### config.mk
export PLATFORM = sky130hd
export DESIGN_NAME = registerFile
export DESIGN_NICKNAME = d
export VERILOG_FILES = /design/src/rtl/datapathPkg.sv /design/src/rtl/registerFile.sv
export VERILOG_INCLUDE_DIRS = /design/src /design/src/rtl
export SDC_FILE = /design/constraint.sdc
export NUM_CORES = 1
export LEC_CHECK = 0
export BUFFER_PORTS_ARGS = -buffer_cell sky130_fd_sc_hd__buf_2
export CAP_MARGIN = 5
export CORE_MARGIN = 3
export CORE_UTILIZATION = 30
export CTS_BUF_LIST = sky130_fd_sc_hd__clkbuf_8
export DETAILED_ROUTE_END_ITERATION = 16
export HOLD_SLACK_MARGIN = 0.1
export PLACE_DENSITY = 0.62
export SKIP_CTS_REPAIR_TIMING = 1
export SLEW_MARGIN = 40
export SYNTH_ARGS = -nofsm -noshare
export SYNTH_HDL_FRONTEND = slang
export SYNTH_SLANG_ARGS = --single-unit
### constraint.sdc
create_clock -name Clock -period 0.8 [get_ports Clock]
set_clock_uncertainty 0.1 [all_clocks]
set_input_delay 0.08 -clock Clock [delete_from_list [all_inputs] [get_ports Clock]]
set_output_delay 0.08 -clock Clock [all_outputs]
set_load 0.01 [all_outputs]
### src/rtl/datapath_defines.svh
`ifndef DATAPATH_DEFINES_SVH
`define DATAPATH_DEFINES_SVH

// machine word carried by the bus and every register
`define DATA_WIDTH 32

// general registers R0 to R15
`define REG_COUNT 16

// index width for the general register bank
`define REG_SEL_WIDTH 4

`endif

### src/rtl/datapathPkg.sv
`include "datapath_defines.svh"

package datapathPkg;

    typedef logic [`DATA_WIDTH-1:0] word_t;
    typedef logic [2*`DATA_WIDTH-1:0] dword_t;  // Z holds the full ALU result

    typedef enum logic [4:0] {
        opAdd   = 5'b00011,
        opSub   = 5'b00100,
        opShr   = 5'b00101,  // logical
        opShra  = 5'b00110,  // arithmetic
        opShl   = 5'b00111,
        opRor   = 5'b01000,
        opRol   = 5'b01001,
        opAnd   = 5'b01010,
        opOr    = 5'b01011,
        opMul   = 5'b01111,  // signed
        opDiv   = 5'b10000,  // signed
        opNeg   = 5'b10001,
        opNot   = 5'b10010
    } aluOp_t;

    typedef enum logic [3:0] {
        srcReg,
        srcHi,
        srcLo,
        srcZHigh,
        srcZLow,
        srcPc,
        srcMdr,
        srcInPort,
        srcConst,
        srcNone
    } busSrc_t;

endpackage

### src/rtl/registerFile.sv
`timescale 1ns/1ps
`include "datapath_defines.svh"

module registerFile (
    input  logic                                   Clock,
    input  logic                                   rstN,
    input  logic [`REG_COUNT-1:0]                  regEnable,
    input  datapathPkg::word_t                     bus,
    output datapathPkg::word_t [`REG_COUNT-1:0]    regData
);

    localparam int RegCount = `REG_COUNT;

    // each register has its own load strobe, several may load at once
    always_ff @(posedge Clock or negedge rstN) begin
        if (!rstN) begin
            regData <= '0;
        end else begin
            for (int i = 0; i < RegCount; i++) begin
                if (regEnable[i]) begin
                    regData[i] <= bus;
                end
            end
        end
    end

endmodule

# After elaboration in Yosys (flattened, before gate mapping)
# Cells that the tools add are included.
# totals
register_bits	512
input_bits	50
out_inout_bits	512
word_cells	16

# Depth between registers and ports, before layout
# logic_depth
word_depth	0
depth_mapped	3
mapped_depth_nobuf	1

# Worst setup path before layout
# OpenSTA, ideal clock, no wires.
# synth_timing
path_type	reg-to-reg
start	register regData[0] (netlist name)
end	register regData[0] in the netlist's numbering
setup_ns	0.125
arrival_ns	0.654
required_ns	0.575
slack_ns	-0.079
stages_incl_launch_ff	2
n_path_buf	0
synth_period_minus_slack_ns	0.879
path_cell_list	dfrtp_1 > mux2_4
# synth_rtl
item	line_no	rtl
end signal: indexed assignment	registerFile.sv:21	regData[i] <= bus;
end: declaration	registerFile.sv:9	output datapathPkg::word_t [`REG_COUNT-1:0] regData

# Worst setup path in the final report
# layout_timing
start	register regData[431] in the netlist's numbering
end	output regData[431] in the netlist's numbering
# No word-level cell between the ends.

==> results.sh <==
export IMPL_status="finished, violations left"
export IMPL_violations="negative hold slack, negative setup slack"
export IMPL_yosys_top_cells_count="512 x dfrtp_1, 322 x mux2_2, 190 x mux2_4, 35 x buf_6, 32 x clkbuf_1"
export IMPL_top_regs="regData x512"
export IMPL_core_mm2=0.0663
export IMPL_yosysTopAreaCell="dfrtp_1"
export IMPL_ys_top_cells_by_area="dfrtp_1 63%, mux2_2 18%, mux2_4 14%"
export IMPL_gr_usage_all_layers_pct=17.7
export IMPL_rsz0062_at_grt="yes"
export IMPL_die_w_um=266
export IMPL_vias_per_cell=4.50
export IMPL_total_power_mw=72.1
export IMPL_crit_type="flop to output port"
export IMPL_clkTransAtPathRegs_ps=60
export IMPL_initial_utilization_pct=30.5
export IMPL_async_flop_share_pct=100
export IMPL_insertion_delay_ps=650
export IMPL_setup_viol=1024
export IMPL_rows=94
export IMPL_cts_buffers=91
export IMPL_reg2reg_from="regData[471]$_DFFE_PN0P_"
export IMPL_fin_util_pct=48.3
export IMPL_cts_root_buf="clkbuf_8"
export IMPL_ys_warnings_count=0
export IMPL_postLayoutCellArea_mm2=0.0321
export IMPL_fin_cells=3076
export IMPL_ir_drop_mv=1.45
export IMPL_synthFlopType="dfrtp_1"
export IMPL_combinationalPowerShare_pct=22.8
export IMPL_wl_per_cell_um=22.1
export IMPL_grt_pass1_vias=14200
export IMPL_cts_tree="done"
export IMPL_synth_seq_cells=512
export IMPL_drc=0
export IMPL_num_vias=13900
export IMPL_io_pins=562
export IMPL_worst_r2r_path_depth=3
export IMPL_ys_seq_area_share_pct=63.3
export IMPL_top_register="regData"
export IMPL_drt_iter0_drc=589
export IMPL_die_area_mm2=0.0706
export IMPL_yosysMostFrequentCell="dfrtp_1"
export IMPL_syn_nets=1170
export IMPL_worst_slack_ps=-697
export IMPL_grt_pass1_wl_mm=93.9
export IMPL_required_ps=620
export IMPL_route_met3_wl_mm=4.92
export IMPL_reg2reg_to="regData[471]$_DFFE_PN0P_"
export IMPL_gp_congestion=0.797
export IMPL_seqPwrFrac_pct=42.1
export IMPL_ant_nets=0
export IMPL_syn2layout_area_growth_pct=58.4
export IMPL_worstSetupStartpointType="flop"
export IMPL_drive_gt1_share_pct=74.2
export IMPL_synth_top_area_share_pct=63.3
export IMPL_slew_headroom_pct=66.0
export IMPL_hpwl_mm=44.9
export IMPL_maxCapViolCount=0
export IMPL_top_layer="met4"
export IMPL_met2_length_mm=33.5
export IMPL_power_density_mw_per_mm2=2250
export IMPL_clock_power_share_pct=35.2
export IMPL_port_buffers=561
export IMPL_synthDistinctLibCells=6
export IMPL_synth_edf_count=0
export IMPL_drt_total_wl_mm=68.1
export IMPL_hold_path_class="input port to flop"
export IMPL_worstPathMaxFanout=2
export IMPL_power_internal_mw=52.6
export IMPL_grt_start_max_net_pins=66
export IMPL_startpoint="regData[431]$_DFFE_PN0P_"
export IMPL_drt_pass1_iter_count=4
export IMPL_p_sw_mw=19.5
export IMPL_holdPathStages=2
export IMPL_syn_inst=1120
export IMPL_cp_end_kind="output port"
export IMPL_m1WireLength_mm=27.3
export IMPL_hold_violations=416
export IMPL_worst_slew_pin_slew_ps=510
export IMPL_cp_arrival_ps=1320
export IMPL_pre_cts_slack_ps=-275
export IMPL_placed_cells=2748
export IMPL_post_route_period_util_pct=187
export IMPL_avgSynthCellArea_um2=18.1
export IMPL_h_tree_depth=3
export IMPL_die_y_um=266
export IMPL_hp_start="regEnable[15]"
export IMPL_final_min_clock_period_ps=1500
export IMPL_maxSlewViolCount=0
export IMPL_clock_sinks=512
export IMPL_cp_endpoint="regData[431]"
export IMPL_switching_share_pct=27.0
export IMPL_grt_antenna_before_repair=3
export IMPL_overflow=0
export IMPL_max_freq_ghz=0.668
export IMPL_r2r_setup_slack_ps=-320
export IMPL_place_area_mm2=0.0259
export IMPL_synthesis_area_mm2=0.0202
export IMPL_cts_buffer_depth=3
export IMPL_tns_ps=-367760
export IMPL_final_nets=2191
export IMPL_hold_slack_ps=-263
export IMPL_leakage_nw=15.5
export IMPL_largest_reg_flops=512
[cell usage in the layout (no fill, tap or decap), types with 3 or more instances in the layout]
cell	Yosys	layout
buf_4	0	161
mux2_2	322	322
buf_2	0	238
clkinv_2	0	11
buf_12	0	41
buf_6	35	547
mux2_4	190	190
dlygate4sd3_1	0	36
dfrtp_1	512	512
clkbuf_8	0	120
inv_1	0	23
inv_8	0	3
[logic make-up (layout without fill, tap and decap cells)]
kind of cell           count (synthesis)  in the layout  synth area share [%]
buffers and inverters                 96           1186                  4.69
flip-flops                           512            512                  63.3
multiplexers                         512            512                  32.0
other                                  0              2                     0
[worst min-delay path by stage]
| stage | end | slack [ps] |
|---|---|---|
| after floorplan | regData[0]$_DFFE_PN0P_ | -320 |
| after detailed placement | regData[480]$_DFFE_PN0P_ | -50 |
| after global placement | regData[480]$_DFFE_PN0P_ | -40 |
| after CTS | regData[480]$_DFFE_PN0P_ | -800 |
| final | regData[511]$_DFFE_PN0P_ | -260 |
| after global routing | regData[511]$_DFFE_PN0P_ | -310 |
[worst max-delay path, cell delays in order (launching register included)]
cell and delay [ps]:
dfrtp_1 410, buf_6 130, buf_6 110
[layout make-up]
class / instances / area (um2)
Fill cell: 5510 / 34300
Sequential cell: 512 / 12800
Timing Repair Buffer: 1024 / 9760
Multi-Input combinational cell: 512 / 6480
Clock buffer: 120 / 1650
Tap cell: 864 / 1080
Clock inverter: 42 / 268
Antenna cell: 2 / 5.00
[layer usage]
metal  vias to the layer above  GRT usage [%]
met5                         -              0
met4                         0           7.07
met3                       140           4.44
met2                       534           29.2
met1                      7224           22.3
li1                       5958              -
[power by group through the flow]
stage / clock, mW / sequential [mW] / combinational, mW
3_3_place_gp: 0 / 30.2 / 12.2
3_5_place_dp: 0 / 30.4 / 12.4
5_1_grt: 27.3 / 30.6 / 17.2
4_1_cts: 26.1 / 30.0 / 12.5
2_1_floorplan: 0 / 31.5 / 4.24
6_report: 25.3 / 30.3 / 16.4
Power figures use the tool's default switching activity.
