<file path="src/rtl/datapath_defines.svh">
`ifndef DATAPATH_DEFINES_SVH
`define DATAPATH_DEFINES_SVH

// machine word carried by the bus and every register
`define DATA_WIDTH 32

// general registers R0 to R15
`define REG_COUNT 16

// index width for the general register bank
`define REG_SEL_WIDTH 4

`endif

</file>
<file path="src/rtl/datapathPkg.sv">
`include "datapath_defines.svh"

package datapathPkg;

    typedef logic [`DATA_WIDTH-1:0] word_t;
    typedef logic [2*`DATA_WIDTH-1:0] dword_t;  // Z holds the full ALU result

    typedef enum logic [4:0] {
        opAdd   = 5'b00011,
        opSub   = 5'b00100,
        opShr   = 5'b00101,  // logical
        opShra  = 5'b00110,  // arithmetic
        opShl   = 5'b00111,
        opRor   = 5'b01000,
        opRol   = 5'b01001,
        opAnd   = 5'b01010,
        opOr    = 5'b01011,
        opMul   = 5'b01111,  // signed
        opDiv   = 5'b10000,  // signed
        opNeg   = 5'b10001,
        opNot   = 5'b10010
    } aluOp_t;

    typedef enum logic [3:0] {
        srcReg,
        srcHi,
        srcLo,
        srcZHigh,
        srcZLow,
        srcPc,
        srcMdr,
        srcInPort,
        srcConst,
        srcNone
    } busSrc_t;

endpackage

</file>
<file path="src/rtl/busMux.sv">
`timescale 1ns/1ps
`include "datapath_defines.svh"

module busMux (
    input  logic [`REG_COUNT-1:0]                  regOut,
    input  logic                                   hiOut,
    input  logic                                   loOut,
    input  logic                                   zHighOut,
    input  logic                                   zLowOut,
    input  logic                                   pcOut,
    input  logic                                   mdrOut,
    input  logic                                   inPortOut,
    input  logic                                   cOut,
    input  datapathPkg::word_t [`REG_COUNT-1:0]    regData,
    input  datapathPkg::word_t                     hi,
    input  datapathPkg::word_t                     lo,
    input  datapathPkg::word_t                     zHigh,
    input  datapathPkg::word_t                     zLow,
    input  datapathPkg::word_t                     pc,
    input  datapathPkg::word_t                     mdr,
    input  datapathPkg::word_t                     inPortData,
    input  datapathPkg::word_t                     cValue,
    output datapathPkg::word_t                     bus
);
    import datapathPkg::*;

    localparam int RegCount = `REG_COUNT;
    localparam int SelW = `REG_SEL_WIDTH;

    busSrc_t               src;
    logic [SelW-1:0]       regIdx;

    // fixed priority, lowest general register first
    always_comb begin
        src = srcNone;
        regIdx = '0;
        if (|regOut) begin
            src = srcReg;
            for (int i = RegCount - 1; i >= 0; i--) begin
                if (regOut[i]) begin
                    regIdx = SelW'(i);  // last hit is the lowest index
                end
            end
        end else if (hiOut) begin
            src = srcHi;
        end else if (loOut) begin
            src = srcLo;
        end else if (zHighOut) begin
            src = srcZHigh;
        end else if (zLowOut) begin
            src = srcZLow;
        end else if (pcOut) begin
            src = srcPc;
        end else if (mdrOut) begin
            src = srcMdr;
        end else if (inPortOut) begin
            src = srcInPort;
        end else if (cOut) begin
            src = srcConst;
        end
    end

    always_comb begin
        case (src)
            srcReg:    bus = regData[regIdx];
            srcHi:     bus = hi;
            srcLo:     bus = lo;
            srcZHigh:  bus = zHigh;
            srcZLow:   bus = zLow;
            srcPc:     bus = pc;
            srcMdr:    bus = mdr;
            srcInPort: bus = inPortData;
            srcConst:  bus = cValue;
            default:   bus = '0;  // idle bus reads as zero
        endcase
    end

endmodule

</file>
<file path="config.mk">
export PLATFORM = sky130hd
export DESIGN_NAME = busMux
export DESIGN_NICKNAME = d
export VERILOG_FILES = /design/src/rtl/datapathPkg.sv /design/src/rtl/busMux.sv
export VERILOG_INCLUDE_DIRS = /design/src /design/src/rtl
export SDC_FILE = /design/constraint.sdc
export NUM_CORES = 1
export LEC_CHECK = 0
export ABC_AREA = 1
export BUFFER_PORTS_ARGS = -buffer_cell sky130_fd_sc_hd__buf_2
export CAP_MARGIN = 20
export CORE_AREA = 2 2 323 325
export DETAILED_ROUTE_END_ITERATION = 6
export DIE_AREA = 0 0 325 327
export GPL_TIMING_DRIVEN = 0
export PLACE_DENSITY = 0.3
export SYNTH_ARGS = -nofsm -noshare
export SYNTH_HDL_FRONTEND = slang
export SYNTH_SLANG_ARGS = --single-unit
</file>
<file path="constraint.sdc">
create_clock -name vclk -period 4.22
set_input_delay 0.633 -clock vclk [all_inputs]
set_output_delay 0.633 -clock vclk [all_outputs]
set_load 0.01 [all_outputs]
</file>
# Word-level counts from Yosys, hierarchy flattened
# Index checks and enable logic that the tools add are counted.
[totals]
register_bits = 0
wordCells = 40
out_inout_bits = 32
[op_classes]
n_reduce_logical = 2
mux = 29
magnitude_cmp = 1
eq_ne = 8
[op_table]
columns = ["op", "n"]
rows = [
  ["case mux 32 bit (9 select lines)", 1],
  ["binary-select mux 32 bit (select 4 bit)", 1],
  ["two-way mux 4 bit", 25],
  ["two-way mux 32 bit", 1],
  ["== test 4 x 3 -> 1 bit (second input constant)", 4],
  ["OR reduction 16 bit", 1],
  ["== test 4 x 2 -> 1 bit (second input constant)", 2],
  ["less-than comparator 4 x 5 -> 1 bit (second input constant)", 1],
  ["== test 4 x 1 -> 1 bit (second input constant)", 1],
  ["== test 4 bit (second input constant)", 1],
  ["zero test 4 bit", 1],
  ["two-way mux 1 bit", 1],
]

# Depth between registers and ports, before layout
[depth]
ltp_word = 20
depth_mapped = 25
depth_no_buf = 24

# Worst setup path after synthesis
# No wires, ideal clock.
[synth_path]
path_kind = "input to output"
startpoint = "input port regOut[14]"
endpoint = "output port bus[13]"
slack_ps = 1370
arrival_ps = 2217
path_stages = 12
cell_sequence = "nor2_2 -> nand3_1 -> nor2_2 -> nand2_4 -> nor3_4 -> inv_2 -> nor3b_4 -> buf_6 -> a22oi_2 -> nand3_1 -> nor2_1 -> nand2_1"
[synth_between]
elab_chain_cells = 19
word_cells_on_any_way = 30
cone_classes = "8 x eq/ne; 20 x mux; 2 x reduce/logical"
[synth_rtl]
columns = ["element", "line", "source"]
rows = [
  ["start: declaration", "busMux.sv:5", "input logic [`REG_COUNT-1:0] regOut,"],
  ["two-way mux 4 bit (15 in a row)", "busMux.sv:40", "if (regOut[i]) begin"],
  ["two-way mux 4 bit", "busMux.sv:37", "if (|regOut) begin"],
  ["binary-select mux 32 bit (select 4 bit)", "busMux.sv:65", "srcReg: bus = regData[regIdx];"],
  ["two-way mux 32 bit (implied by the code)", "busMux.sv:65", ""],
  ["case mux 32 bit (9 select lines) (*)", "busMux.sv:64", "case (src)"],
  ["end: declaration", "busMux.sv:23", "output datapathPkg::word_t bus"],
]
# Every way passes the cells marked *; elsewhere a longest branch is shown, timed or not. The select of a mux whose other input is x is not followed.

# Worst setup path in the final report
[layout_path]
startpoint = "input port regOut[4]"
endpoint = "output port bus[22]"
[layout_between]
elab_chain_cells = 9
word_cells_on_any_way = 20
cone_classes = "8 x eq/ne; 10 x mux; 2 x reduce/logical"
[layout_rtl]
columns = ["element", "line"]
rows = [
  ["two-way mux 4 bit (5 in a row)", "busMux.sv:40"],
  ["two-way mux 4 bit", "busMux.sv:37"],
  ["binary-select mux 32 bit (select 4 bit)", "busMux.sv:65"],
  ["two-way mux 32 bit (implied by the code)", "busMux.sv:65"],
  ["case mux 32 bit (9 select lines) (*)", "busMux.sv:64"],
]
# Marked as above.

==> summary.txt <==
Drt
  – Drt wl/cell: ~28 µm
  – Vias per cell: roughly 4.1
  – Initial DRT Pass Iterations: 5
  – DRC viols: 0
  – Post-route ant nets: 0
  – DR iter-0 viols: 1241
  – Vias: roughly 16000
  – WL final: ~110000 µm

STA
  – Setup violations, final: 0
  – Final hold vios: 0
  – Measured slew at the worst slew-check pin: 986 ps
  – Fin crit period: a little over 4000 ps
  – Slew Viols, Final: 0
  – Slew HR: roughly 34%
  – Final worst-path cycle share: 96.7%
  – Max Clk Rate: 245 MHz
  – Unrepaired setup endpoints after global routing: true
  – Hold_ws: 1620 ps
  – Post-layout worst setup margin: 139 ps

Power
  – Leak Pwr: about 7.4 nW
  – PwrDens: between 100 and 150 nW/µm²
  – Total Power: ~1.5 mW
  – Worst vdd ir: 0.0000361 V

Logic synthesis
  – Syn Inst Count: 1608
  – Synth warn: 0
  – Synth area leader: nand3_1
  – Commonest cells post-synth: nand3_1 (852), nand2_1 (350), inv_1 (86), buf_2 (80), clkbuf_1 (60)
  – Yosys top cell area share: a little over half
  – Most common cell in the netlist: nand3_1
  – Net Count, Synth: between 2000 and 2500
  – Largest cells by area after synthesis: nand3_1 (55%), nand2_1 (17%), buf_2 (5.1%)
  – Seq/Total Area, Yosys: 0%
  – Synth Area per Inst: around 5 µm²
  – Cell area after synthesis: about 7800 µm²
  – Count of cell types in the netlist: 37

Worst setup path
  – Worst Setup End Kind: output pin
  – Slowest cell on crit path: nor3_2
  – Crit Path Max Fanout: 9
  – Crit start category: primary input
  – Req. time, crit path: around 3600 ps
  – Arr. time, crit path: approximately 3500 ps
  – CP max stage delay: about 420 ps
  – Cells along the critical path: buf_2 > nor2_2 > nand3_1 > nor2_2 > nand2_8 > inv_6 > nand4_4 > nand4_1 > clkbuf_4 > buf_8 > o22ai_1 > nor3_2 > nand2_1 > buf_2
  – Critical path type: primary input to output pin

Cells and area
  – Filler cell count: ~13000
  – Finished Cell Area: 14400 µm²
  – Number of flip-flops and latches: 0
  – Clock buffer count: 0
  – Final Non-Filler Cells: ~3800
  – Area of the multi-input gates: between 6000 and 7000 µm²
  – Synth-to-Final Area Change: 83.8%
  – Nets: 3239
  – Share of cells above drive strength 1: between 40% and 50%
  – Storage element area: 0 µm²

GRT
  – Initial antenna violation count: 34
  – Largest net degree at the start of global routing: 11
  – Total gr overflow: 0
  – Total GRT Usage: 19.0%
  – First-pass GRT wire length: between 100000 and 150000 µm
  – Via count of the first global-routing pass: approximately 16000

Floorplan
  – Die Ht: about 330 µm
  – I/O pin count: 824
  – Starting Density: under 10%
  – Die area: 106000 µm²
  – Die width: roughly 330 µm
  – Core area: 103000 µm²
  – Row count: ~120

Place
  – Place WS: -926 ps
  – PortBufs: approximately 800
  – Final Wtd Congestion: about 0.89
  – Cell Area, Placed: roughly 14000 µm²
  – Dpl hpwl: approximately 95000 µm
  – Post-Place Cells: about 3800

Run
  – Max Cap Viol: 0

Run status
  – Outcome: finished, final reports clean

Worst hold path
  – Hold Path Class: primary input to output pin
-- cells by family after synthesis --
logic type | count (synthesis) | synth area share (%)
simple gates | 1268 | 76.6
buf+inv | 258 | 14.2
compound gates | 82 | 9.21
-- per-stage QoR --
| stage | setup TNS, ps | utilization, % |
|---|---|---|
| floorplan | 0 | - |
| global placement | -23270 | 13.3 |
| detailed placement | -18390 | 13.4 |
| CTS | -28.9 | 13.7 |
| global route | -357 | 14.0 |
| finish | 0 | 14.0 |
-- worst max-delay path, delay by kind of cell --
kind / cells / cell delay, ps
and+or+nand+nor: 8 / 1690
buffers and inverters: 5 / 890
AOI/OAI and AO/OA: 1 / 200
-- report_power, final --
group / internal (mW) / total (mW) / switching (mW)
Combinational: 0.557 / 1.51 / 0.954
Clock: 0.000000383 / 0.000000383 / 0
Sequential: 0 / 0 / 0
Total: 0.557 / 1.51 / 0.954
-- cell usage in the layout (no fill, tap or decap), drive strengths merged --
master / count
a211oi: 3
diode: 12
nand2: 354
o311ai: 1
a31oi: 1
nand4: 9
o21ai: 2
a21oi: 3
inv: 93
and2: 2
nor3: 17
nand3: 853
a22oi: 37
o22ai: 12
clkbuf: 76
nor2: 27
nand3b: 2
o221ai: 11
nor3b: 1
o2111ai: 6
buf: 926
a221oi: 5
nor4: 1
a32oi: 1
and3: 2
-- final cells by class --
| class | count | share of cell area [%] |
|---|---|---|
| tap | 1380 | 12.0 |
| inverter | 93 | 2.46 |
| timing repair buffer | 837 | 30.0 |
| buffer | 165 | 6.69 |
| multi-input combinational | 1350 | 48.7 |
| antenna | 12 | 0.209 |
-- final timing paths --
path	startpoint	endpoint	slack [ps]	cells after the start
worst max-delay path	regOut[4]	bus[22]	140	14
worst min-delay path	cValue[1]	bus[1]	1620	4
-- routing by layer --
layer / up-vias / global-route usage [%] / part of all wire, % / wire length, µm
met5: - / 0 / 0.085 / 91
met1: 7425 / 24.6 / 44 / 46700
met2: 757 / 32.6 / 47 / 50200
met4: 14 / 3.69 / 2.5 / 2680
li1: 7367 / - / - / -
met3: 100 / 3.63 / 6.7 / 7160
-- repair_timing --
| item | CTS | global route |
|---|---|---|
| endpoints found under the setup margin | 32 | 32 |
| hold buffers | 0 | 0 |
| resized for setup | 94 | 63 |
| hold endpoints to repair | 0 | 0 |
| pin swaps | 1 | 1 |
| setup buffers | 3 | 2 |
Power figures use the tool's default switching activity.
