==> config.mk <==
export PLATFORM = sky130hd
export DESIGN_NAME = memoryInterface
export DESIGN_NICKNAME = d
export VERILOG_FILES = /design/src/rtl/datapathPkg.sv /design/src/rtl/memoryInterface.sv
export VERILOG_INCLUDE_DIRS = /design/src /design/src/rtl
export SDC_FILE = /design/constraint.sdc
export NUM_CORES = 1
export LEC_CHECK = 0
export BUFFER_PORTS_ARGS = -buffer_cell sky130_fd_sc_hd__buf_4
export CORE_UTILIZATION = 48
export CTS_BUF_LIST = sky130_fd_sc_hd__clkbuf_2 sky130_fd_sc_hd__clkbuf_4 sky130_fd_sc_hd__clkbuf_8
export DETAILED_ROUTE_END_ITERATION = 8
export PLACE_DENSITY = 0.79
export SLEW_MARGIN = 20
export SYNTH_ARGS = -nofsm -noshare
export SYNTH_HDL_FRONTEND = slang
export SYNTH_SLANG_ARGS = --single-unit
==> constraint.sdc <==
create_clock -name Clock -period 1 [get_ports Clock]
set_input_delay 0.1 -clock Clock [delete_from_list [all_inputs] [get_ports Clock]]
set_output_delay 0.1 -clock Clock [all_outputs]
set_load 0.02 [all_outputs]
==> src/rtl/datapath_defines.svh <==
`ifndef DATAPATH_DEFINES_SVH
`define DATAPATH_DEFINES_SVH

// machine word carried by the bus and every register
`define DATA_WIDTH 32

// general registers R0 to R15
`define REG_COUNT 16

// index width for the general register bank
`define REG_SEL_WIDTH 4

`endif

==> src/rtl/datapathPkg.sv <==
`include "datapath_defines.svh"

package datapathPkg;

    typedef logic [`DATA_WIDTH-1:0] word_t;
    typedef logic [2*`DATA_WIDTH-1:0] dword_t;  // Z holds the full ALU result

    typedef enum logic [4:0] {
        opAdd   = 5'b00011,
        opSub   = 5'b00100,
        opShr   = 5'b00101,  // logical
        opShra  = 5'b00110,  // arithmetic
        opShl   = 5'b00111,
        opRor   = 5'b01000,
        opRol   = 5'b01001,
        opAnd   = 5'b01010,
        opOr    = 5'b01011,
        opMul   = 5'b01111,  // signed
        opDiv   = 5'b10000,  // signed
        opNeg   = 5'b10001,
        opNot   = 5'b10010
    } aluOp_t;

    typedef enum logic [3:0] {
        srcReg,
        srcHi,
        srcLo,
        srcZHigh,
        srcZLow,
        srcPc,
        srcMdr,
        srcInPort,
        srcConst,
        srcNone
    } busSrc_t;

endpackage

==> src/rtl/memoryInterface.sv <==
`timescale 1ns/1ps

module memoryInterface (
    input  logic                Clock,
    input  logic                rstN,
    input  logic                mdrEnable,
    input  logic                marEnable,
    input  logic                read,
    input  datapathPkg::word_t  memDataIn,
    input  datapathPkg::word_t  bus,
    output datapathPkg::word_t  mdr,
    output datapathPkg::word_t  mar
);
    import datapathPkg::*;

    word_t mdrIn;

    assign mdrIn = read ? memDataIn : bus;  // memory read or write-back from the bus

    always_ff @(posedge Clock or negedge rstN) begin
        if (!rstN) begin
            mdr <= '0;
        end else if (mdrEnable) begin
            mdr <= mdrIn;
        end
    end

    // address only leaves the datapath, nothing reads it back
    always_ff @(posedge Clock or negedge rstN) begin
        if (!rstN) begin
            mar <= '0;
        end else if (marEnable) begin
            mar <= bus;
        end
    end

endmodule

Word level (Yosys, flattened, before mapping)

Index checks and enable logic that the tools add are counted.

Muxes and demuxes: 1

Operator list:

| cell               | number |
|---|---|
| two-way mux 32 bit | 1 |

Flip-flop bits (word level): 64
Input bits: 69
Output and inout bits: 64
Word-level logic and storage cells: 3

Depth between registers and ports, before layout

Gate-level depths: netlist of run 1.

Depth after elaboration: 1
Mapped depth: 4
Gate-level depth less buffers: 2

Least setup slack after synthesis of run 1

No wires, ideal clock.

Path kind: flip-flop to flip-flop
Start: reg, netlist name mar[0]
End: reg mar[0]
Setup time: 125 ps
Data arrival time: 710 ps
Required time: 875 ps
Setup slack: 165 ps
Cell stages (with the launch flop): 2
Path buffers: 0
Clock period less this slack: 835 ps
Cell sequence: dfrtp_1 -> mux2_4

RTL lines:

| what                 | RTL line              | RTL |
|---|---|---|
| to (signal assigned) | memoryInterface.sv:33 | `mar <= bus;` |
| to (decl)            | memoryInterface.sv:12 | `output datapathPkg::word_t mar` |

Worst setup path in the final report of run 1

Start: reg mar[17]
End: out mar[17]

No word-level cell between the ends.

==> results.sh, run 1 <==
export IMPL_crit_type="reg2out"
export IMPL_dr_first_iter_drc_count=95
export IMPL_port_buffers=132
export IMPL_worst_path_max_delay_cell="dfrtp_1"
export IMPL_antenna_cells=0
export IMPL_final_cell_mix="141 x buf_4, 64 x dfrtp_1, 32 x mux2i_1, 32 x nor2_1, 32 x a21oi_1"
export IMPL_required_ps=900
export IMPL_power_density_nw_per_um2=1630
export IMPL_skew_ps=0
export IMPL_crit_fanout=2
export IMPL_path_cells="buf_6"
export IMPL_track_usage_pct=22.2
export IMPL_wl_um=6870
export IMPL_start_kind="flop"
export IMPL_relSlewSlack_pct=77.6
export IMPL_r2r_start="mar[17]$_DFFE_PN0P_"
export IMPL_max_stage_delay_ps=420
export IMPL_critPathArrivalTime_ps=880
export IMPL_ys_warn_count=0
export IMPL_insertion_delay_ps=320
export IMPL_clock_path_buffers=2
export IMPL_multi_input_area_um2=1070
export IMPL_yosysSeqAreaShare_pct=56.7
export IMPL_grt_pass1_wl_um=10400
export IMPL_hold_end="mar[29]$_DFFE_PN0P_"
export IMPL_setup_ws_ps=16.2
export IMPL_use_met1_pct=27.8
export IMPL_synth_top_cell_area_share_pct=56.7
export IMPL_final_period_utilization_pct=98.4
export IMPL_grt_pass1_vias=2196
export IMPL_vias=2183
export IMPL_p_leak_nw=2.19
export IMPL_core_area_um2=5570
export IMPL_period_minus_slack_ps=984
export IMPL_num_fill_cells=383
export IMPL_setup_violations=0
export IMPL_status="complete, no violations"
export IMPL_die_x_um=78.7
export IMPL_grtUsageMet2_pct=35.8
export IMPL_end_kind="output pin"
export IMPL_cts_tree="done"
export IMPL_final_nets=434
export IMPL_pre_cts_slack_ps=119
export IMPL_rows=27
export IMPL_grt_max_degree=65
export IMPL_reg2reg_slack_ps=70
export IMPL_gp_congestion=0.792
export IMPL_hold_depth=2
export IMPL_hold_viol_final=0
export IMPL_syn_nets=276
export IMPL_layout_cells_most_common="buf_4"
export IMPL_root_buffer="clkbuf_8"
export IMPL_top_usage_layer="met2"
export IMPL_io_pins=133
export IMPL_antenna_found_initial=0
export IMPL_dpl_cell_area_um2=3880
export IMPL_maxSlewViolCount=0
export IMPL_reg2regPathDepth=2
export IMPL_setup_tns_ps=0
export IMPL_worstMarginPinSlew_ps=337
export IMPL_grt_overflow=0
export IMPL_postSynthAreaPerCell_um2=13.7
export IMPL_finalInstanceArea_um2=4300
export IMPL_h_tree_depth=3
export IMPL_worstReg2RegEnd="mar[17]$_DFFE_PN0P_"
export IMPL_clock_sinks=64
export IMPL_clk_pin_slew_worst_paths_ps=70
export IMPL_synth_area_um2=2830
export IMPL_ys_seq_elements=64
export IMPL_fin_util_pct=77.2
export IMPL_viasPerCell=4.96
export IMPL_ys_types=9
export IMPL_ant_nets=0
export IMPL_drc_errors=0
export IMPL_hpwl_um=4790
export IMPL_synthCells=207
export IMPL_die_h_um=78.7
export IMPL_cp_top_family="flip-flops"
export IMPL_hp_class="in2reg"
export IMPL_die_area_um2=6200
export IMPL_area_growth_pct=52.3
export IMPL_first_pass_iters=4
export IMPL_critPathBufInv=1
export IMPL_cts_buffers=9
export IMPL_regArea_um2=1600
export IMPL_drive_above_1_share_pct=56.0
export IMPL_min_from="bus[29]"
export IMPL_vdd_drop_max_v=0.00107
export IMPL_start_util_pct=50.7
export IMPL_synth_top_cells_by_area="dfrtp_1 57%, mux2_4 16%, mux2i_1 11%, a21oi_1 5.7%, nor2_1 4.2%"
export IMPL_drv_cap=0
export IMPL_max_freq_mhz=1020
export IMPL_p_total_mw=7.00
export IMPL_yosysTopAreaCell="dfrtp_1"
export IMPL_met3_usage_pct=5.29
export IMPL_wl_per_cell_um=15.6
[logic make-up (layout without fill, tap and decap cells)]
logic type / Yosys count / count (layout) / synth area share (%)
simple gates: 32 / 32 / 4.25
buf+inv: 15 / 176 / 5.36
flops: 64 / 64 / 56.7
compound gates: 32 / 32 / 5.67
mux: 64 / 64 / 28.1
[report_power, final]
| group | total (mW) | switching [mW] | internal (mW) | leakage, nW |
|---|---|---|---|---|
| logic | 1.83 | 0.837 | 0.989 | 1.37 |
| clock network | 2.15 | 0.895 | 1.26 | 0.0973 |
| registers | 3.02 | 0.163 | 2.86 | 0.731 |
[worst max-delay path by stage]
stage / start / to / slack (ps) / cells after the start
2_1_floorplan: mar[0]$_DFFE_PN0P_ / mar[0]$_DFFE_PN0P_ / 170 / 1
3_3_place_gp: marEnable / mar[31]$_DFFE_PN0P_ / 140 / 3
3_5_place_dp: marEnable / mar[30]$_DFFE_PN0P_ / 120 / 3
4_1_cts: mar[30]$_DFFE_PN0P_ / mar[30] / 2 / 1
5_1_grt: mar[17]$_DFFE_PN0P_ / mar[17] / -10 / 1
6_report: mar[17]$_DFFE_PN0P_ / mar[17] / 20 / 1
[stage by stage]
stage,cells,hold slack (ps)
after floorplan,207,-196
after global placement,402,121
after detailed placement,402,123
after CTS,418,0.475
after global routing,440,0.178
final,440,16.4
[cell usage after synthesis, drive strengths merged]
cell and instances:
mux2i 32, buf 15, dfrtp 64, nor2 32, a21oi 32, mux2 32
[sequential cells by signal, indices dropped and copies added (netlist names)]
register and flops:
mar 32, mdr 32
[routing by layer]
layer	routed length, um	share of wire, %
met1	2780	40
met2	3460	50
met3	470	6.8
met4	158	2.3
met5	0	0
[cell type report]
type                            count  share of cell area, %
Sequential cell                    64                   37.2
Timing Repair Buffer              162                   31.2
Multi-Input combinational cell    128                   24.9
Clock buffer                       11                   3.52
Tap cell                           72                   2.09
Clock inverter                      3                  0.988
[what timing repair did]
| item | 4_1_cts | 5_1_grt |
|---|---|---|
| hold endpoints to repair | 65 | 0 |
| setup endpoints to repair | 0 | 29 |
| setup buffers | 0 | 22 |
| gates resized for setup | 0 | 13 |
| hold buffers | 2 | 0 |
(Power assumes the default switching activity.)
==> inputs of run 2 (changes only) <==
Settings changed: CORE_UTILIZATION 48 to 52, PLACE_DENSITY 0.79 to 0.88.
Clock period 1 ns to 1.15 ns, I/O delays scaled along.
==> run 2 against run 1 <==
Compared with the run above:
- final cell count down 5.2%
- power down 14%
- first-iteration DRC count down 9.5%
- setup slack better by 120 ps
- die area down 7.5%
- flip-flop and latch count unchanged
- highest routed layer unchanged
==> results.sh, run 2 (same netlist as run 1, synthesis figures left out) <==
export IMPL_die_area_um2=5730
export IMPL_antenna_found_initial=0
export IMPL_worstReg2RegEnd="mar[11]$_DFFE_PN0P_"
export IMPL_cts_buffers=9
export IMPL_port_buffers=132
export IMPL_hpwl_um=4770
export IMPL_skew_ps=0
export IMPL_max_stage_delay_ps=410
export IMPL_crit_fanout=2
export IMPL_root_buffer="clkbuf_8"
export IMPL_critPathBufInv=1
export IMPL_dpl_cell_area_um2=3860
export IMPL_dp_cells=400
export IMPL_grt_overflow=0
export IMPL_power_frac_comb_pct=23.7
export IMPL_vias=2071
export IMPL_core_area_um2=5170
export IMPL_gp_congestion=0.782
export IMPL_setup_violations=0
export IMPL_post_cts_buffers=0
export IMPL_required_ps=1030
export IMPL_stdcell_count=417
export IMPL_final_nets=411
export IMPL_drc_errors=0
export IMPL_num_fill_cells=324
export IMPL_intPower_mw=4.38
export IMPL_end_kind="output pin"
export IMPL_dr_first_iter_drc_count=86
export IMPL_start_util_pct=54.6
export IMPL_layout_cells_most_common="buf_4"
export IMPL_viasPerCell=4.97
export IMPL_reg2reg_slack_ps=340
export IMPL_sw_frac_of_total_pct=27.4
export IMPL_first_pass_iters=4
export IMPL_p_leak_nw=2.08
export IMPL_cp_endpoint="mar[11]"
export IMPL_period_minus_slack_ps=1020
export IMPL_worstMarginPinSlew_ps=332
export IMPL_path_cells="buf_4"
export IMPL_cp_depth=1
export IMPL_start_kind="flop"
export IMPL_final_cell_mix="133 x buf_4, 64 x dfrtp_1, 32 x mux2i_1, 32 x nor2_1, 32 x a21oi_1"
export IMPL_h_tree_depth=3
export IMPL_pre_cts_slack_ps=201
export IMPL_maxSlewViolCount=0
export IMPL_io_pins=133
export IMPL_largestRegisters="mar: 32 flops, mdr: 32 flops"
export IMPL_status="complete, no violations"
export IMPL_drive_above_1_share_pct=53.6
export IMPL_p_sw_mw=1.65
export IMPL_grt_pass1_wl_um=10100
export IMPL_p_clk_share_pct=32.7
export IMPL_r2r_start="mar[11]$_DFFE_PN0P_"
export IMPL_rsz0062_at_grt="false"
export IMPL_hp_class="in2reg"
export IMPL_finalInstanceArea_um2=4080
export IMPL_seq_power_share_pct=43.6
export IMPL_drv_cap=0
export IMPL_crit_type="reg2out"
export IMPL_grt_pass1_vias=2071
export IMPL_reg2regPathDepth=1
export IMPL_die_h_um=75.7
export IMPL_p_total_mw=6.03
export IMPL_hold_ws_ps=36.4
export IMPL_hold_depth=2
export IMPL_clk_pin_slew_worst_paths_ps=70
export IMPL_vdd_drop_max_v=0.00106
export IMPL_clock_path_buffers=2
export IMPL_max_freq_mhz=982
export IMPL_wl_per_cell_um=16.2
export IMPL_antenna_cells=0
export IMPL_hold_viol_final=0
export IMPL_track_usage_pct=24.4
export IMPL_cp_top_family="flip-flops"
export IMPL_setup_ws_ps=132
export IMPL_worst_path_max_delay_cell="dfrtp_1"
export IMPL_clock_sinks=64
export IMPL_insertion_delay_ps=310
export IMPL_relSlewSlack_pct=77.9
export IMPL_setup_tns_ps=0
export IMPL_power_density_nw_per_um2=1480
export IMPL_final_period_utilization_pct=88.5
export IMPL_critPathArrivalTime_ps=900
export IMPL_grt_max_degree=65
export IMPL_wl_um=6760
export IMPL_rows=26
export IMPL_area_growth_pct=44.3
export IMPL_cts_tree="done"
export IMPL_fin_util_pct=78.8
export IMPL_ant_nets=0
export IMPL_critical_path_startpoint="mar[11]$_DFFE_PN0P_"
export IMPL_die_x_um=75.7
run 2: cell count changes in the layout (fill, tap and decap cells not counted):
cell and change:
buf_6 -13, buf_4 -8, clkbuf_4 +2, buf_12 -1, clkinv_2 +1, clkinvlp_4 -1, dlygate4sd3_1 -1
run 2: how the worst min path moves through the flow:
stage / end / startpoint / slack (ps)
floorplan: mar[0]$_DFFE_PN0P_ / rstN / -180
global placement: mdr[0]$_DFFE_PN0P_ / rstN / 140
detailed placement: mdr[31]$_DFFE_PN0P_ / rstN / 140
CTS: mar[20]$_DFFE_PN0P_ / bus[20] / 20
global route: mar[19]$_DFFE_PN0P_ / bus[19] / 30
finish: mar[20]$_DFFE_PN0P_ / bus[20] / 40
run 2: cell type report:
cell class              count  area [um^2]  share of cell area [%]
flip-flops and latches     64         1600                    39.3
repair buffers            139         1110                    27.2
multi-input cells         128         1070                    26.3
clock buffers              13          166                    4.08
well taps                  70         87.6                    2.15
clock inverters             3         40.0                   0.982
run 2: layer usage:
metal	up-vias	global-route usage, %	share of wire, %
met5	-	0	0
met4	0	9.88	1.7
met3	10	5.56	6.6
met2	83	41.4	51
met1	994	30.4	41
li1	984	-	-
run 2: timing repair:
action                    CTS  global route
hold buffers                1             0
hold endpoints to repair   64             0
gates resized for setup     0             0
run 2: power by group through the flow:
stage / combinational, mW / clock (mW) / sequential [mW]
global route: 1.53 / 2.10 / 2.65
CTS: 1.44 / 2.00 / 2.63
floorplan: 0.454 / 0 / 2.94
global placement: 1.40 / 0 / 2.65
finish: 1.43 / 1.97 / 2.63
detailed placement: 1.44 / 0 / 2.66
