**src/rtl/datapath_defines.svh**
```systemverilog
`ifndef DATAPATH_DEFINES_SVH
`define DATAPATH_DEFINES_SVH

// machine word carried by the bus and every register
`define DATA_WIDTH 32

// general registers R0 to R15
`define REG_COUNT 16

// index width for the general register bank
`define REG_SEL_WIDTH 4

`endif

```
**src/rtl/datapathPkg.sv**
```systemverilog
`include "datapath_defines.svh"

package datapathPkg;

    typedef logic [`DATA_WIDTH-1:0] word_t;
    typedef logic [2*`DATA_WIDTH-1:0] dword_t;  // Z holds the full ALU result

    typedef enum logic [4:0] {
        opAdd   = 5'b00011,
        opSub   = 5'b00100,
        opShr   = 5'b00101,  // logical
        opShra  = 5'b00110,  // arithmetic
        opShl   = 5'b00111,
        opRor   = 5'b01000,
        opRol   = 5'b01001,
        opAnd   = 5'b01010,
        opOr    = 5'b01011,
        opMul   = 5'b01111,  // signed
        opDiv   = 5'b10000,  // signed
        opNeg   = 5'b10001,
        opNot   = 5'b10010
    } aluOp_t;

    typedef enum logic [3:0] {
        srcReg,
        srcHi,
        srcLo,
        srcZHigh,
        srcZLow,
        srcPc,
        srcMdr,
        srcInPort,
        srcConst,
        srcNone
    } busSrc_t;

endpackage

```
**src/rtl/controlRegs.sv**
```systemverilog
`timescale 1ns/1ps
`include "datapath_defines.svh"

module controlRegs (
    input  logic                 Clock,
    input  logic                 rstN,
    input  logic                 pcEnable,
    input  logic                 incPc,
    input  logic                 irEnable,
    input  logic                 yEnable,
    input  logic                 zEnable,
    input  logic                 hiEnable,
    input  logic                 loEnable,
    input  datapathPkg::word_t   bus,
    input  datapathPkg::dword_t  aluResult,
    output datapathPkg::word_t   pc,
    output datapathPkg::word_t   ir,
    output datapathPkg::word_t   y,
    output datapathPkg::word_t   zHigh,
    output datapathPkg::word_t   zLow,
    output datapathPkg::word_t   hi,
    output datapathPkg::word_t   lo,
    output datapathPkg::word_t   cValue
);
    import datapathPkg::*;

    localparam int Width = `DATA_WIDTH;
    localparam int ConstWidth = 19;  // immediate field of IR

    dword_t zReg;
    word_t  pcNext;

    assign pcNext = incPc ? pc + word_t'(1) : bus;

    always_ff @(posedge Clock or negedge rstN) begin
        if (!rstN) begin
            pc <= '0;
            ir <= '0;
            y <= '0;
            zReg <= '0;
            hi <= '0;
            lo <= '0;
        end else begin
            if (pcEnable) begin
                pc <= pcNext;
            end
            if (irEnable) begin
                ir <= bus;
            end
            if (yEnable) begin
                y <= bus;
            end
            if (zEnable) begin
                zReg <= aluResult;  // Z is the only register fed by the ALU
            end
            if (hiEnable) begin
                hi <= bus;
            end
            if (loEnable) begin
                lo <= bus;
            end
        end
    end

    assign zHigh = zReg[2*Width-1:Width];
    assign zLow = zReg[Width-1:0];

    assign cValue = {{(Width - ConstWidth){ir[ConstWidth-1]}}, ir[ConstWidth-1:0]};

endmodule

```
**config.mk**
```make
export PLATFORM = sky130hd
export DESIGN_NAME = controlRegs
export DESIGN_NICKNAME = d
export VERILOG_FILES = /design/src/rtl/datapathPkg.sv /design/src/rtl/controlRegs.sv
export VERILOG_INCLUDE_DIRS = /design/src /design/src/rtl
export SDC_FILE = /design/constraint.sdc
export NUM_CORES = 1
export LEC_CHECK = 0
export BUFFER_PORTS_ARGS = -buffer_cell sky130_fd_sc_hd__buf_4
export CAP_MARGIN = 20
export CORE_UTILIZATION = 40
export CTS_BUF_LIST = sky130_fd_sc_hd__clkbuf_16
export DETAILED_ROUTE_END_ITERATION = 16
export GPL_TIMING_DRIVEN = 0
export PLACE_DENSITY = 0.67
export SLEW_MARGIN = 20
export SYNTH_ARGS = -nofsm -noshare
export SYNTH_HDL_FRONTEND = slang
export SYNTH_SLANG_ARGS = --single-unit
export TNS_END_PERCENT = 30
```
**constraint.sdc**
```tcl
create_clock -name Clock -period 2.75 [get_ports Clock]
set_input_delay 0.55 -clock Clock [delete_from_list [all_inputs] [get_ports Clock]]
set_output_delay 0.55 -clock Clock [all_outputs]
set_load 0.01 [all_outputs]
```
# Yosys cells after proc, flatten, opt, wreduce, memory -nomap -nowiden
# Index checks and enable logic that the tools add are counted.
# op_classes
add_sub_neg	1
n_mux	1
# op_table
op	n
$add 32x1->32 const B	1
$mux 32	1
# word_totals
ff_bits	224
in_bits	105

# Logic depth before layout (Yosys ltp)
# Gate-level depths: netlist of run 1.
# depth
depth_word	2
ltp_mapped	7
depth_no_buf	5

# Worst setup path before layout of run 1
# Ideal clock, no wire load.
# synth_timing
kind	flip-flop to flip-flop
startpoint	register pc[0]
endpoint	register pc[22]
t_arrival_ps	1654
path_buffers	1
stages_incl_launch_ff	7
setup_slack_ps	1027
path_cell_list	dfrtp_1 > ha_1 > and4_1 > buf_2 > nand4_1 > or4_1 > nand3_1
# synth_between
elab_chain_cells	2
# synth_lines
element	line_no	rtl
from (decl)	controlRegs.sv:16	output datapathPkg::word_t pc,
from (signal assigned)	controlRegs.sv:45	pc <= pcNext;
$add 32x1->32	controlRegs.sv:33	assign pcNext = incPc ? pc + word_t'(1) : bus;
$mux 32	controlRegs.sv:33	
# Every way passes these cells.
# A chain may end at the register's enable or synchronous reset.

# Worst setup path after layout of run 1
# layout_timing
startpoint	register pc[0]
endpoint	register pc[30]
# Same word-level chain as after synthesis.

==> metrics.csv, run 1 <==
stage,metric,value,unit
status,outcome,"finished, final reports clean",
clock_network,clk_lat worst skew,0.51,ns
timing,Slew HR,43.9,%
floorplanning,I/O pin count,361,
placement,# port buffers,354,
drt,vias per std cell,5.16,
clock_network,total CTS buffers,24,
timing,worst-margin pin slew,0.841,ns
logic_synthesis,synthesized area per cell,13.3,um2
grt,first-pass GRT wire length,42300,um
logic_synthesis,Post-synth EDFFs,0,
logic_synthesis,register bit total from synthesis,224,
logic_synthesis,post-synthesis adder-cell area fraction,0.131,%
timing,Fmax achieved,510,MHz
logic_synthesis,Ys Warns,0,
logic_synthesis,xor and xnor area share after synthesis,0,%
layout,layout cell share with drive strength beyond 1,55.9,%
logic_synthesis,Syn Nets,825,
drt,DRT Pass-1 Iters,5,
layout,Antenna diodes,0,
worst_setup_path,Worst Path Required,3.14,ns
worst_setup_path,cells along the critical path,ha_1 > nand4_1 > nor3_1 > a31oi_1 > nand3b_1,
clock_network,root buffer cell,clkbuf_16,
worst_setup_path,crit-path max FO,6,
drt,total number of vias,7384,
min_path,Min-Delay Path Class,input port to asynchronous set/reset pin,
timing,Setup-failing EPs final,0,
drt,Post-DRT Antenna Nets,0,
layout,FF+latch area,0.00561,mm2
timing,RSZ-0062 raised after global routing,no,
floorplanning,core area,0.0235,mm2
timing,Final Hold Vio Count,0,
worst_setup_path,crit-path max cell delay,0.53,ns
clock_network,Sink Count,224,
clock_network,H-tree level count,1,
timing,clk_skew,0.00791,ns
logic_synthesis,largest area contributor in the synthesized netlist,dfrtp_1,
worst_setup_path,"slowest stage cell, crit path",nor3_1,
placement,GPL Wtd Cong,0.857,
logic_synthesis,Synth top area share,58.6,%
timing,Final Max Slew Viols,0,
logic_synthesis,largest family of logic cells by synthesized area,multiplexers,
logic_synthesis,Synth Area in Compound Gates,5.75,%
floorplanning,die height,157,um
timing,minimum clock period,1.96,ns
timing,worst hold slack,0.0299,ns
worst_setup_path,Worst Setup SP,pc[0],
layout,final net count,1207,
layout,Fillers,2006,
logic_synthesis,"count leader, synth",dfrtp_1,
grt,antenna violations before repair,0,
logic_synthesis,post-synthesis cell count,719,
power,power per cell area,657,mW/mm2
logic_synthesis,Cell variety after synth,50,
worst_setup_path,worst path arrival time,2.35,ns
grt,grt total ovfl,0,
timing,Final TNS setup,0,ns
logic_synthesis,Post-synth ARST share,100,%
power,Pleak,6.14,nW
logic_synthesis,area share of and/or/nand/nor cells after synthesis,7.70,%
floorplanning,FP Rows,56,
worst_setup_path,reg2reg start,pc[0],
clock_network,Max Buffers Root-to-Sink,3,
grt,pin count of the biggest net entering global routing,82,
placement,DP HPWL,20600,um
floorplanning,Starting Density,40.8,%
logic_synthesis,"Seq/Total Area, Yosys",58.6,%
clock_network,Worst-path clk slew,0.06,ns
logic_synthesis,synthesized cell area,0.00957,mm2
worst_setup_path,WS Path Type,register to register,
clock_network,Post-CTS Resized,0,
floorplanning,die area,0.0245,mm2
power,VDD IR max,0.000525,V
floorplanning,die width,157,um
job,Max Cap Violations,0,
grt,GRT Overall Usage,22.5,%
logic_synthesis,Area contributors post-synth,"dfrtp_1 59%, mux2_2 23%, buf_4 2.7%, nand3_1 1.3%, a21oi_1 1.2%",
logic_synthesis,Commonest cells post-synth,"224 x dfrtp_1, 192 x mux2_2, 34 x buf_4",
clock_network,Post-CTS Setup Repair Bufs,0,
clock_network,CTS tree,done,
worst_setup_path,Setup crit end kind,register,
drt,DRC errors left,0,
logic_synthesis,mux cell area share after synthesis,22.9,%
grt,vias in the first global route,7385,
worst_setup_path,startpoint types,register,
layout,Multi-input gate area,0.00349,mm2
drt,"wirelength, routed",27900,um
clock_network,Post-CTS Hold Fix Bufs,0,
timing,Tcrit/Tclk final,71.3,%
drt,initial DRC count,379,
logic_synthesis,top_reg_cell synth,dfrtp_1,
drt,WL/cell,19.5,um
layout,synthesis-to-layout area growth,40.0,%
==> worst max-delay path: cells and delay by family (launching register included) <==
family | cells | cell delay, ns
DFF | 1 | 0.44
AOI/OAI and AO/OA | 1 | 0.14
and+or+nand+nor | 3 | 1.00
adders and majority gates | 1 | 0.27
==> layout make-up <==
cell class,count,area share (%)
buffer,79,3.31
clock buffer,25,4.67
clock inverter,12,0.579
inverter,7,0.196
multi-input combinational,409,26.1
sequential,224,41.9
tap,319,2.98
timing repair buffer,356,20.3
==> flip-flops by register name, indices dropped and copies added, names as in the netlist <==
| name | flops |
|---|---|
| lo | 32 |
| hi | 32 |
| ir | 32 |
| zReg | 64 |
| pc | 32 |
| y | 32 |
==> cells by family after synthesis <==
| logic type | Yosys count |
|---|---|
| AOI/OAI and AO/OA | 83 |
| adders and majority gates | 1 |
| buffers and inverters | 86 |
| DFF | 224 |
| muxes | 195 |
| and+or+nand+nor | 130 |
==> per-layer routing <==
metal | vias up | global-route usage, % | part of all wire [%]
met5 | - | 0 | 0
met4 | 0 | 7.38 | 2.8
met3 | 48 | 6.45 | 9.1
met2 | 327 | 37.5 | 49
met1 | 3656 | 28.0 | 40
li1 | 3353 | - | -
==> per-stage QoR <==
stage / setup slack (ns) / cells / total power, mW / utilization (%) / area [um2]
2_1_floorplan: 1.03 / 719 / 4.80 / - / 9570
3_3_place_gp: -0.662 / 1392 / 5.85 / 53.8 / 12600
3_5_place_dp: 0.376 / 1394 / 5.91 / 54.0 / 12700
4_1_cts: 0.760 / 1431 / 8.91 / 57.0 / 13400
5_1_grt: 0.622 / 1431 / 9.21 / 57.0 / 13400
6_report: 0.788 / 1431 / 8.80 / 57.0 / 13400
==> cells in the final DEF, fill, tap and decap left out, types with 3 or more instances in the layout <==
cell,instances
nand4b_1,3
o211ai_1,5
a221oi_1,3
a211oi_1,6
o21ai_0,11
nand2_1,22
clkbuf_16,25
nor3_1,7
nor2_1,19
clkbuf_1,26
o22ai_1,8
and3_1,8
clkinv_1,5
buf_4,387
a21oi_1,22
a2bb2oi_1,3
nand3_1,24
buf_1,14
a31oi_1,4
inv_1,10
mux2i_1,3
or4_1,5
and4_1,7
or3_1,4
buf_2,3
mux2_2,192
and2_1,3
nand4_1,17
dfrtp_1,224
a22oi_1,6
==> power by group <==
part	switching [mW]	total (mW)	internal (mW)
clock network	1.26	2.97	1.71
registers	0.280	3.93	3.65
logic	0.875	1.90	1.02
==> worst paths after layout <==
path | end | slack [ns] | cells after the start
worst max-delay path | pc[30] | 0.79 | 5
worst min-delay path | ir[4] | 0.03 | 1
worst max register to register | pc[30] | 0.79 | 5
worst min register to register | zReg[44] | 0.50 | 1
max in group asynchronous | ir[30] | 1.85 | 2
min in group Clock | zReg[36] | 0.27 | 2
Note: power is estimated with default switching activity, not from simulation.
==> run 2, diff against run 1 <==
- clock period: 2.75 -> 1.91 ns (I/O delays scaled with it)
==> run 2 against run 1 <==
Against the previous run:
- worst hold slack improved by 0.074 ns
- flip-flop and latch count did not move
- utilization rose by 0.13 points
- cell area rose by 0.23%
- die area did not move
==> metrics.csv, run 2 (synthesis gave the netlist of run 1 again) <==
stage,metric,value,unit,change
layout,"most common cell after layout, fill and taps aside",buf_4,,
layout,final net count,1208,,+0.083%
placement,# port buffers,354,,unchanged
floorplanning,die height,157,um,unchanged
layout,max FFs per register,64,,unchanged
layout,Multi-input gate area,0.00351,mm2,+0.47%
drt,"wirelength, routed",27900,um,about the same
status,outcome,"finished, final reports clean",,
drt,WL/cell,19.5,um,about the same
grt,vias in the first global route,7384,,-0.014%
drt,vias per std cell,5.18,,+0.39%
layout,synthesis-to-layout area growth,40.3,%,
timing,Fmax achieved,546,MHz,+7.1%
worst_setup_path,crit-path max cell delay,0.49,ns,-0.04 ns
worst_setup_path,WS Path Type,register to register,,
timing,Tcrit/Tclk final,95.9,%,+25 points
worst_setup_path,crit-path max FO,9,,+3
layout,Fillers,2002,,-0.20%
placement,GPL Wtd Cong,0.857,,unchanged
layout,most frequent cells in the layout,"387 x buf_4, 222 x dfrtp_1, 192 x mux2_2, 26 x clkbuf_1, 25 x clkbuf_16",,
clock_network,CTS tree,done,,
worst_setup_path,"slowest stage cell, crit path",or4_1,,
power,Internal Dissipation,9.20,mW,+44%
worst_setup_path,Worst Path Required,2.36,ns,-0.78 ns
floorplanning,die area,0.0245,mm2,unchanged
grt,antenna violations before repair,0,,unchanged
floorplanning,I/O pin count,361,,unchanged
layout,layout cell share with drive strength beyond 1,56.2,%,+0.31 points
grt,met1 Use GR,28.0,%,about the same
worst_setup_path,critical path's top delay family,simple AND/OR/NAND/NOR gates,,
timing,minimum clock period,1.83,ns,-0.131 ns
drt,DRT Pass-1 Iters,5,,unchanged
clock_network,total CTS buffers,24,,unchanged
grt,first-pass GRT wire length,42300,um,unchanged
timing,clk_skew,0.00789,ns,-0.0000255 ns
drt,total number of vias,7418,,+0.46%
clock_network,H-tree level count,1,,unchanged
placement,DP HPWL,20600,um,unchanged
worst_setup_path,worst path arrival time,2.28,ns,-0.07 ns
clock_network,Worst-path clk slew,0.06,ns,about the same
clock_network,root buffer cell,clkbuf_16,,
power,sw power,3.48,mW,+44%
power,Clk pwr share,33.7,%,about the same
floorplanning,Starting Density,40.8,%,unchanged
grt,met3 Track Usage GR,6.45,%,unchanged
power,VDD IR max,0.000756,V,+44%
timing,Slew HR,44.1,%,+0.13 points
grt,grt total ovfl,0,,unchanged
layout,Largest Register,zReg,,
power,Pleak,6.15,nW,+0.13%
clock_network,Max Buffers Root-to-Sink,3,,unchanged
timing,Final Max Slew Viols,0,,unchanged
min_path,Min-Delay Path Class,input port to register,,
power,total power draw,12.7,mW,+44%
grt,GR Util met2,37.5,%,about the same
floorplanning,FP Rows,56,,unchanged
job,Max Cap Violations,0,,unchanged
worst_setup_path,cells along the critical path,ha_2 > and4_1 > clkbuf_4 > nand4_1 > or4_1 > nand3_1,,
grt,Top Usage Layer GRT,met2,,
timing,Setup-failing EPs final,0,,unchanged
power,Comb pwr share,21.6,%,about the same
grt,GRT Overall Usage,22.5,%,unchanged
worst_setup_path,Buf/Inv on CP,1,,+1
power,Reg power frac,44.7,%,about the same
layout,FF+latch area,0.00561,mm2,about the same
drt,DRC errors left,0,,unchanged
worst_setup_path,Setup crit end kind,register,,
drt,initial DRC count,389,,+2.6%
floorplanning,die width,157,um,unchanged
floorplanning,core area,0.0235,mm2,unchanged
clock_network,clk_lat worst skew,0.51,ns,about the same
timing,worst hold slack,0.103,ns,+0.0736 ns
grt,pin count of the biggest net entering global routing,82,,unchanged
drt,Post-DRT Antenna Nets,0,,unchanged
power,power per cell area,944,mW/mm2,+44%
timing,Final Hold Vio Count,0,,unchanged
power,Sw Share,27.4,%,about the same
layout,Antenna diodes,0,,unchanged
clock_network,Sink Count,224,,unchanged
worst_setup_path,startpoint types,register,,
timing,worst-margin pin slew,0.839,ns,-0.00190 ns
[run 2: final timing paths]
kind                                    start        to  slack (ns)  cells past startpoint
worst min register to register       zReg[44]  zReg[44]        0.50                      1
min in group asynchronous                rstN  zReg[39]        0.44                      2
worst max-delay path                    pc[1]    pc[22]        0.08                      6
max in group asynchronous                rstN    ir[30]        0.60                      3
worst max register to register          pc[1]    pc[22]        0.08                      6
worst min-delay path            aluResult[36]  zReg[36]        0.10                      2
[run 2: layout make-up]
| cell class | instances | share of cell area, % |
|---|---|---|
| Clock inverter | 12 | 0.578 |
| Multi-Input combinational cell | 409 | 26.1 |
| Buffer | 79 | 3.32 |
| Tap cell | 319 | 2.97 |
| Sequential cell | 224 | 41.8 |
| Clock buffer | 25 | 4.66 |
| Inverter | 7 | 0.196 |
| Timing Repair Buffer | 357 | 20.3 |
[run 2: through the flow]
step                TNS [ns]  instances  utilization (%)  setup slack [ns]  cell area, um2
global placement     -296.89       1392             53.8             -1.33           12600
finish                     0       1432             57.2            0.0789           13400
detailed placement     -3.51       1394             54.0            -0.296           12700
global route        -0.00219       1432             57.2          -0.00219           13400
floorplan                  0        719                -             0.187            9570
CTS                        0       1432             57.1            0.0112           13400
[run 2: layer usage]
metal  wire (um)  vias up  share of wire, %
met5           0        -                 0
met4         773        0               2.8
met3        2520       51               9.0
met2       13600      344                49
met1       11000     3666                40
li1            -     3357                 -
[run 2: repair_timing]
| item | in CTS | in global routing |
|---|---|---|
| hold buffers | 1 | 0 |
| setup buffers | 0 | 0 |
| endpoints found under the setup margin | 2 | 9 |
| gates resized for setup | 1 | 5 |
| hold endpoints to repair | 79 | 0 |
[run 2: worst reg2reg max path, cell delays in order, from the launching register on]
cell	delay, ns
dfrtp_1	0.42
ha_2	0.25
and4_1	0.20
clkbuf_4	0.20
nand4_1	0.13
or4_1	0.49
nand3_1	0.09
[run 2: power by group through the flow]
stage	sequential, mW	clock (mW)	combinational [mW]
CTS	5.66	4.40	2.77
finish	5.66	4.27	2.74
floorplan	5.92	0	0.997
global route	5.74	4.58	2.95
global placement	5.72	0	2.71
detailed placement	5.74	0	2.76
